File: src/lsu_pkg.sv
// shared sizes and types for the store path of the load/store unit.
package lsu_pkg;

    // number of store buffer entries and the width of its pointers.
    localparam int unsigned SB_SIZE  = 4;
    localparam int unsigned SB_PTR_W = 2;

    // the data RAM holds 64 words, indexed by byte address bits 7 down to 2.
    localparam int unsigned RAM_WORDS = 64;
    localparam int unsigned RAM_IDX_W = $clog2(RAM_WORDS);

    localparam int unsigned ADDR_W = 32;
    localparam int unsigned DATA_W = 32;
    localparam int unsigned STRB_W = 4;

    // one buffered store takes 69 bits.
    // valid marks an occupied slot inside the buffer.
    typedef struct packed {
        logic [ADDR_W-1:0] addr;
        logic [DATA_W-1:0] data;
        logic [STRB_W-1:0] strb;
        logic              valid;
    } sb_entry_t;

    // a load request carries only its byte address.
    typedef struct packed {
        logic [ADDR_W-1:0] addr;
    } load_req_t;

    // a load response carries the merged word.
    typedef struct packed {
        logic [DATA_W-1:0] data;
    } load_resp_t;

    // what the single RAM port does in a given cycle.
    typedef enum logic [1:0] {
        RAM_IDLE  = 2'd0,
        RAM_READ  = 2'd1,
        RAM_DRAIN = 2'd2
    } ram_op_e;

endpackage

File: src/store_buffer.sv
`timescale 1ns/1ps

// circular store buffer.
// stores enter at the head and drain from the tail, oldest first.
module store_buffer (
    input  logic                                          clk,
    input  logic                                          rst_n,
    input  logic                                          flush,
    input  logic                                          store_valid,
    input  lsu_pkg::sb_entry_t                            store,
    output logic                                          store_ready,
    output logic                                          drain_valid,
    output lsu_pkg::sb_entry_t                            drain,
    input  logic                                          drain_ready,
    output lsu_pkg::sb_entry_t [lsu_pkg::SB_SIZE-1:0]     sb_entries,
    output logic [lsu_pkg::SB_PTR_W-1:0]                  sb_oldest
);

    lsu_pkg::sb_entry_t [lsu_pkg::SB_SIZE-1:0] entries;
    lsu_pkg::sb_entry_t                        store_in;

    logic [lsu_pkg::SB_PTR_W-1:0] head;
    logic [lsu_pkg::SB_PTR_W-1:0] tail;
    logic [lsu_pkg::SB_PTR_W:0]   count;

    logic push;
    logic pop;

    // a store presented together with flush is dropped.
    assign push = store_valid && store_ready && !flush;
    assign pop  = drain_valid && drain_ready;

    // the slot is marked occupied no matter what the source put in valid.
    always_comb begin
        store_in       = store;
        store_in.valid = 1'b1;
    end

    always_ff @(posedge clk) begin
        if (!rst_n || flush) begin
            head  <= '0;
            tail  <= '0;
            count <= '0;
        end else begin
            head  <= head + (lsu_pkg::SB_PTR_W)'(push);
            tail  <= tail + (lsu_pkg::SB_PTR_W)'(pop);
            count <= count + (lsu_pkg::SB_PTR_W + 1)'(push) - (lsu_pkg::SB_PTR_W + 1)'(pop);
        end
    end

    // push and pop never hit the same slot.
    // an empty buffer has no valid tail and a full one accepts nothing.
    always_ff @(posedge clk) begin
        for (int i = 0; i < lsu_pkg::SB_SIZE; i++) begin
            if (!rst_n || flush) begin
                entries[i] <= '0;
            end else if (push && (i[lsu_pkg::SB_PTR_W-1:0] == head)) begin
                entries[i] <= store_in;
            end else if (pop && (i[lsu_pkg::SB_PTR_W-1:0] == tail)) begin
                entries[i].valid <= 1'b0;
            end
        end
    end

    assign store_ready = (count < (lsu_pkg::SB_PTR_W + 1)'(lsu_pkg::SB_SIZE));
    assign drain       = entries[tail];
    assign drain_valid = entries[tail].valid;
    assign sb_entries  = entries;
    assign sb_oldest   = tail;

    // a full buffer stays full until something drains or a flush comes.
    a_no_push_when_full: assert property (
        @(posedge clk) disable iff (!rst_n)
        (count == lsu_pkg::SB_SIZE) && !pop && !flush |=> (count == lsu_pkg::SB_SIZE)
    );

    a_count_bound: assert property (
        @(posedge clk) disable iff (!rst_n)
        count <= lsu_pkg::SB_SIZE
    );

    // the oldest slot holds a store exactly when the count says so.
    a_tail_matches_count: assert property (
        @(posedge clk) disable iff (!rst_n)
        drain_valid == (count != '0)
    );

endmodule

File: src/data_ram.sv
`timescale 1ns/1ps

// single-port word RAM shared by loads and store buffer drains.
// a load read always wins the port.
module data_ram (
    input  logic                        clk,
    input  logic                        rst_n,
    input  logic                        load_valid,
    input  lsu_pkg::load_req_t          load,
    input  logic                        drain_valid,
    input  lsu_pkg::sb_entry_t          drain,
    output logic                        drain_ready,
    output logic [lsu_pkg::DATA_W-1:0]  rdata
);

    logic [lsu_pkg::DATA_W-1:0] mem [lsu_pkg::RAM_WORDS];

    lsu_pkg::ram_op_e op;

    logic [lsu_pkg::RAM_IDX_W-1:0] rd_idx;
    logic [lsu_pkg::RAM_IDX_W-1:0] wr_idx;

    // the contents start out as zero.
    initial begin
        for (int i = 0; i < lsu_pkg::RAM_WORDS; i++) begin
            mem[i] = '0;
        end
    end

    always_comb begin
        if (load_valid) begin
            op = lsu_pkg::RAM_READ;
        end else if (drain_valid) begin
            op = lsu_pkg::RAM_DRAIN;
        end else begin
            op = lsu_pkg::RAM_IDLE;
        end
    end

    assign drain_ready = !load_valid;

    // word index from byte address bits 7 down to 2.
    assign rd_idx = load.addr[lsu_pkg::RAM_IDX_W+1:2];
    assign wr_idx = drain.addr[lsu_pkg::RAM_IDX_W+1:2];

    // only the strobed bytes of a drained store are written.
    always_ff @(posedge clk) begin
        if (op == lsu_pkg::RAM_DRAIN) begin
            for (int b = 0; b < lsu_pkg::STRB_W; b++) begin
                if (drain.strb[b]) begin
                    mem[wr_idx][8*b +: 8] <= drain.data[8*b +: 8];
                end
            end
        end
    end

    // read data shows up one cycle after the request.
    always_ff @(posedge clk) begin
        if (op == lsu_pkg::RAM_READ) begin
            rdata <= mem[rd_idx];
        end
    end

    // an entry the buffer pops is written in that same cycle, never during a load read.
    a_read_blocks_drain: assert property (
        @(posedge clk) disable iff (!rst_n)
        (drain_valid && drain_ready) |-> !load_valid && (op == lsu_pkg::RAM_DRAIN)
    );

endmodule

File: src/load_merge.sv
`timescale 1ns/1ps

// forwards buffered store bytes into a load response.
// the buffer snapshot is taken in the load cycle and merged with the RAM
// word when it arrives one cycle later.
module load_merge (
    input  logic                                       clk,
    input  logic                                       rst_n,
    input  logic                                       load_valid,
    input  lsu_pkg::load_req_t                         load,
    input  lsu_pkg::sb_entry_t [lsu_pkg::SB_SIZE-1:0]  sb_entries,
    input  logic [lsu_pkg::SB_PTR_W-1:0]               sb_oldest,
    input  logic [lsu_pkg::DATA_W-1:0]                 rdata,
    output logic                                       resp_valid,
    output lsu_pkg::load_resp_t                        resp
);

    logic [lsu_pkg::DATA_W-1:0] fwd_data;
    logic [lsu_pkg::STRB_W-1:0] fwd_mask;
    logic [lsu_pkg::DATA_W-1:0] fwd_data_q;
    logic [lsu_pkg::STRB_W-1:0] fwd_mask_q;

    // walk from oldest to youngest so that younger stores overwrite
    // older ones byte by byte.
    always_comb begin
        logic [lsu_pkg::SB_PTR_W-1:0] idx;
        logic                         hit;

        fwd_data = '0;
        fwd_mask = '0;
        for (int k = 0; k < lsu_pkg::SB_SIZE; k++) begin
            idx = sb_oldest + k[lsu_pkg::SB_PTR_W-1:0];
            hit = sb_entries[idx].valid &&
                  (sb_entries[idx].addr[lsu_pkg::ADDR_W-1:2] == load.addr[lsu_pkg::ADDR_W-1:2]);
            for (int b = 0; b < lsu_pkg::STRB_W; b++) begin
                if (hit && sb_entries[idx].strb[b]) begin
                    fwd_data[8*b +: 8] = sb_entries[idx].data[8*b +: 8];
                    fwd_mask[b]        = 1'b1;
                end
            end
        end
    end

    always_ff @(posedge clk) begin
        if (!rst_n) begin
            resp_valid <= 1'b0;
        end else begin
            resp_valid <= load_valid;
        end
    end

    always_ff @(posedge clk) begin
        if (load_valid) begin
            fwd_data_q <= fwd_data;
            fwd_mask_q <= fwd_mask;
        end
    end

    // forwarded bytes take precedence over the RAM word.
    always_comb begin
        for (int b = 0; b < lsu_pkg::STRB_W; b++) begin
            if (fwd_mask_q[b]) begin
                resp.data[8*b +: 8] = fwd_data_q[8*b +: 8];
            end else begin
                resp.data[8*b +: 8] = rdata[8*b +: 8];
            end
        end
    end

endmodule

File: src/lsu_top.sv
`timescale 1ns/1ps

// store path of the load/store unit.
// the buffer drains into the RAM while loads merge both views.
module lsu_top (
    input  logic                clk,
    input  logic                rst_n,
    input  logic                flush,
    input  logic                store_valid,
    output logic                store_ready,
    input  lsu_pkg::sb_entry_t  store,
    input  logic                load_valid,
    input  lsu_pkg::load_req_t  load,
    output logic                resp_valid,
    output lsu_pkg::load_resp_t resp
);

    logic                                      drain_valid;
    logic                                      drain_ready;
    lsu_pkg::sb_entry_t                        drain;
    lsu_pkg::sb_entry_t [lsu_pkg::SB_SIZE-1:0] sb_entries;
    logic [lsu_pkg::SB_PTR_W-1:0]              sb_oldest;
    logic [lsu_pkg::DATA_W-1:0]                rdata;

    store_buffer u_store_buffer (
        .clk         (clk),
        .rst_n       (rst_n),
        .flush       (flush),
        .store_valid (store_valid),
        .store       (store),
        .store_ready (store_ready),
        .drain_valid (drain_valid),
        .drain       (drain),
        .drain_ready (drain_ready),
        .sb_entries  (sb_entries),
        .sb_oldest   (sb_oldest)
    );

    data_ram u_data_ram (
        .clk         (clk),
        .rst_n       (rst_n),
        .load_valid  (load_valid),
        .load        (load),
        .drain_valid (drain_valid),
        .drain       (drain),
        .drain_ready (drain_ready),
        .rdata       (rdata)
    );

    // the snapshot here sees the same buffer state the RAM read does,
    // since a drain cannot happen in a load cycle.
    load_merge u_load_merge (
        .clk        (clk),
        .rst_n      (rst_n),
        .load_valid (load_valid),
        .load       (load),
        .sb_entries (sb_entries),
        .sb_oldest  (sb_oldest),
        .rdata      (rdata),
        .resp_valid (resp_valid),
        .resp       (resp)
    );

endmodule

File: config.mk
export PLATFORM = sky130hd
export DESIGN_NAME = lsu_top
export DESIGN_NICKNAME = d
export VERILOG_FILES = /design/src/lsu_pkg.sv /design/src/store_buffer.sv /design/src/data_ram.sv /design/src/load_merge.sv /design/src/lsu_top.sv
export SDC_FILE = /design/constraint.sdc
export NUM_CORES = 2
export LEC_CHECK = 0
export BUFFER_PORTS_ARGS = -buffer_cell sky130_fd_sc_hd__buf_2
export CAP_MARGIN = 20
export CORE_MARGIN = 1
export CORE_UTILIZATION = 40
export DETAILED_ROUTE_END_ITERATION = 10
export PLACE_DENSITY = 0.53
export RECOVER_POWER = 25
export REMOVE_ABC_BUFFERS = 1
export SYNTH_ARGS = -nofsm -noshare
export SYNTH_HDL_FRONTEND = slang
export SYNTH_SLANG_ARGS = --single-unit
File: constraint.sdc
create_clock -name clk -period 7.2 [get_ports clk]
set_input_delay 0.72 -clock clk [delete_from_list [all_inputs] [get_ports clk]]
set_output_delay 0.72 -clock clk [all_outputs]
set_load 0.01 [all_outputs]
==> impl_results.md <==
* Status: finished with violations
* Failing checks: capacitance limit, slew limit
* Max rail drop VDD at 0.2152 mV
* CTS sink count at 2392
* Clock H-tree levels at 5
* Fin worst setup slack at 1.219 ns
* Average cell area after synthesis at 18.25 sq um
* Max_slew headroom at -131.3%
* P&R area growth vs syn at 12.71%
* Setup TNS Final at 0 ns
* Final setup violation count at 0
* Area of the mapped netlist at 0.1007 sq mm
* Post-CTS Setup Bufs at 0
* Final ANT Viol Nets at 0
* Nets at 5806
* Worst EP arrival at 6.60 ns
* Max incr delay on CP at 2.20 ns
* Crit path max fanout at 44
* Residual DRC count at 0
* GPL Wtd Cong at 0.8560
* WS Path Type: in2reg
* Netlist cell types at 74
* Static leakage at 30.93 nW
* Vias at 53760
* Buffers & Inverters on Critical Path at 2
* RSZ-0062 raised after global routing: no
* Register bit total from synthesis at 2392
* Max Slew Vio Count at 1100
* Post-route minimum period at 5.981 ns
* Vias in the first global route at 54210
* Power per standard cell area at 259.9 mW/mm^2
* Core area at 0.2496 sq mm
* Post-synth EDFFs at 2116
* Clock power share at 45.2%
* Reg clk slew, reported paths at 0.06 ns
* Place WS at 1.429 ns
* Switch share at 21.11%
* Critical Path RT at 7.82 ns
* CTS max path bufs at 4
* Die ar. at 0.2538 sq mm
* FFs w/ async S/R, synth at 0%
* Psw at 0.006230 W
* Initial Util at 40.36%
* Seq pwr share at 50.9%
* Num ports at 140
* Row cnt at 183
* Wire per inst at 30.11 um
* Hold Vio Cnt, Final at 0
* 1st-iter DRT viols at 5057
* DR vias/cell at 5.830
* Worst Hold Class: in2reg
* Crit path top cell by count: mux4_2
* Port Buf Inserts at 134
* Die Ht at 503.8 um
* Startpoint Class: input port
* Largest net degree at the start of global routing at 185
* Cts bufs inserted at 277
* GRT Total Usage at 21.69%
* Clock Latency Late Sink at 0.94 ns
* Crit-path cells: clkbuf_2 -> clkbuf_1 -> mux4_2 -> mux4_2 -> nor2b_1 -> a211oi_1 -> a31oi_1
* Post-Synthesis Cells at 5520
* Pint at 0.02328 W
* Register area share after synthesis at 68.56%
* Routed WL at 277700 um
* Predominant post-synthesis flop cell: edfxtp_1
* TritonCTS clock tree: yes
* Yosys synthesis warning count at 0
* Clock root buffer: clkbuf_16
* CP delay by family, top: buffers and inverters
* CP Capture Type: register
* Die W at 503.8 um
* Worst Tran Pin Value at 3.470 ns
* Peak Freq at 167.2 MHz
* Global-route wire length before repair at 398900 um
* Layout cell share with drive strength beyond 1 at 26.59%
* Initial antenna violation count at 20
* Slowest CP cell: clkbuf_1
* Clock Skew at 0.06367 ns
* DR pass1 iterations at 6
* GR Overflow Total at 0
* DPL Wire Length at 170800 um
* Max-cap viol count at 17
* Combinational power share at 3.9%
* Period Utilization, post-route at 83.07%
[stage by stage]
| stage | hold slack, ns | util, % | std cells | cell area [sq um] | power, W |
|---|---|---|---|---|---|
| floorplan | 0.4625 | - | 5142 | 99050 | 0.01584 |
| global placement | 0.4797 | 42.11 | 8730 | 105100 | 0.01647 |
| detailed placement | 0.4867 | 42.11 | 8731 | 105100 | 0.01648 |
| CTS | 0.0008488 | 45.52 | 9214 | 113600 | 0.02978 |
| global route | 0.02984 | 45.48 | 9217 | 113500 | 0.03033 |
| finish | 0.05974 | 45.49 | 9222 | 113500 | 0.02951 |
[routing by layer]
metal	vias up	routed length [um]	global-route usage (%)	part of all wire, %
met5	-	57	0	0.021
met4	8	7284	6.269	2.6
met3	442	16870	3.544	6.1
met2	1822	134600	34.83	48
met1	28890	118900	30.50	43
li1	22600	-	-	-
[final timing paths]
kind	to	cells past startpoint	from	slack, ns
worst min-delay path	u_store_buffer.sb_entries[144]$_SDFFE_PP0P_	3	store[6]	0.06
worst max-delay path	u_data_ram.rdata[19]$_DFFE_PN_	7	load[2]	1.22
worst max register to register	u_load_merge.fwd_data_q[23]$_DFFE_PP_	12	u_store_buffer.sb_oldest[0]$_SDFF_PP0_	1.41
worst min register to register	u_store_buffer.sb_entries[165]$_SDFFE_PP0P_	2	u_store_buffer.sb_entries[165]$_SDFFE_PP0P_	0.50
[kinds of logic (layout without fill, tap and decap cells)]
logic type / after synthesis / count (layout) / share of synthesized area (%)
xor gates and xnor gates: 102 / 102 / 0.8869
AOI/OAI and AO/OA: 463 / 463 / 2.851
muxes: 1014 / 1014 / 21.03
DFF: 2392 / 2392 / 68.56
adders and majority gates: 9 / 9 / 0.1192
other: 0 / 7 / 0
and+or+nand+nor: 1133 / 1133 / 4.763
buffers and inverters: 407 / 772 / 1.781
[layout make-up]
cell class / instances / area [sq um]
timing repair buffer: 270 / 1782
inverter: 29 / 111.4
antenna: 7 / 17.52
fill: 21340 / 136000
clock buffer: 364 / 7486
multi-input combinational: 2721 / 29970
tap: 3330 / 4167
sequential: 2392 / 69070
clock inverter: 109 / 923.4
[sequential cells by signal, summed over array words and instances, names as in the netlist]
name	count
u_store_buffer.sb_entries	268
u_data_ram.rdata	32
u_load_merge.resp_valid	1
u_load_merge.fwd_mask_q	4
u_store_buffer.head	2
u_store_buffer.sb_oldest	2
u_store_buffer.count	3
u_load_merge.fwd_data_q	32
u_data_ram.mem	2048
[synth_stat cells (42+ instances only)]
cell type	instances	area [sq um]
edfxtp_1	2116	63540
xnor2_1	83	727.0
dfxtp_1	276	5525
mux2i_1	93	930.9
mux4_2	878	19770
buf_1	78	292.8
a21oi_1	274	1371
nand2_1	643	2414
buf_2	42	210.2
mux2_2	43	484.2
clkbuf_1	220	825.8
nor2_1	286	1074
[repair_timing]
action / in CTS / in global routing
hold endpoints to repair: 19 / 0
resized for setup: 0 / 0
hold buffers: 10 / 0
[tightest hold or removal path: cells and delay by family]
kind | cells | cell delay [ns]
buffers and inverters | 1 | 0.12
AND/OR/NAND/NOR | 1 | 0.05
AO/OA/AOI/OAI | 1 | 0.05
[layout by cell type, fill, tap and decap left out, types with 8 or more instances in the layout]
master / synthesis / routed
buf_12: 0 / 8
nand3_1: 26 / 22
a31oi_1: 27 / 27
a211oi_1: 21 / 21
nor2_1: 286 / 284
buf_4: 19 / 96
mux2i_1: 93 / 93
o22ai_1: 15 / 15
dfxtp_1: 276 / 274
o221a_2: 20 / 20
edfxtp_1: 2116 / 2116
clkbuf_1: 220 / 101
and3_1: 24 / 23
dlygate4sd3_1: 0 / 10
a21oi_1: 274 / 274
clkinv_2: 0 / 31
o2bb2ai_1: 9 / 9
mux2_2: 43 / 22
a21o_1: 22 / 22
inv_1: 25 / 25
buf_2: 42 / 115
and2_1: 20 / 18
mux4_2: 878 / 878
clkinv_1: 3 / 51
xor2_1: 19 / 19
nand4_1: 23 / 23
nand2_1: 643 / 640
clkbuf_8: 0 / 10
bufinv_16: 0 / 16
mux2_1: 0 / 21
clkbuf_16: 0 / 283
nor3_1: 16 / 14
or2_2: 28 / 26
xnor2_1: 83 / 83
nor2b_1: 28 / 27
o21ai_0: 17 / 17
[power groups by stage]
stage                     Sequential, W  Clock (W)  Combinational (W)
after global placement           0.0153          0            0.00115
after detailed placement         0.0153          0            0.00116
after floorplan                  0.0153          0           0.000529
after global routing             0.0150     0.0141            0.00120
final                            0.0150     0.0133            0.00114
after CTS                        0.0150     0.0136            0.00116
Note: power is estimated with default switching activity, not from simulation.
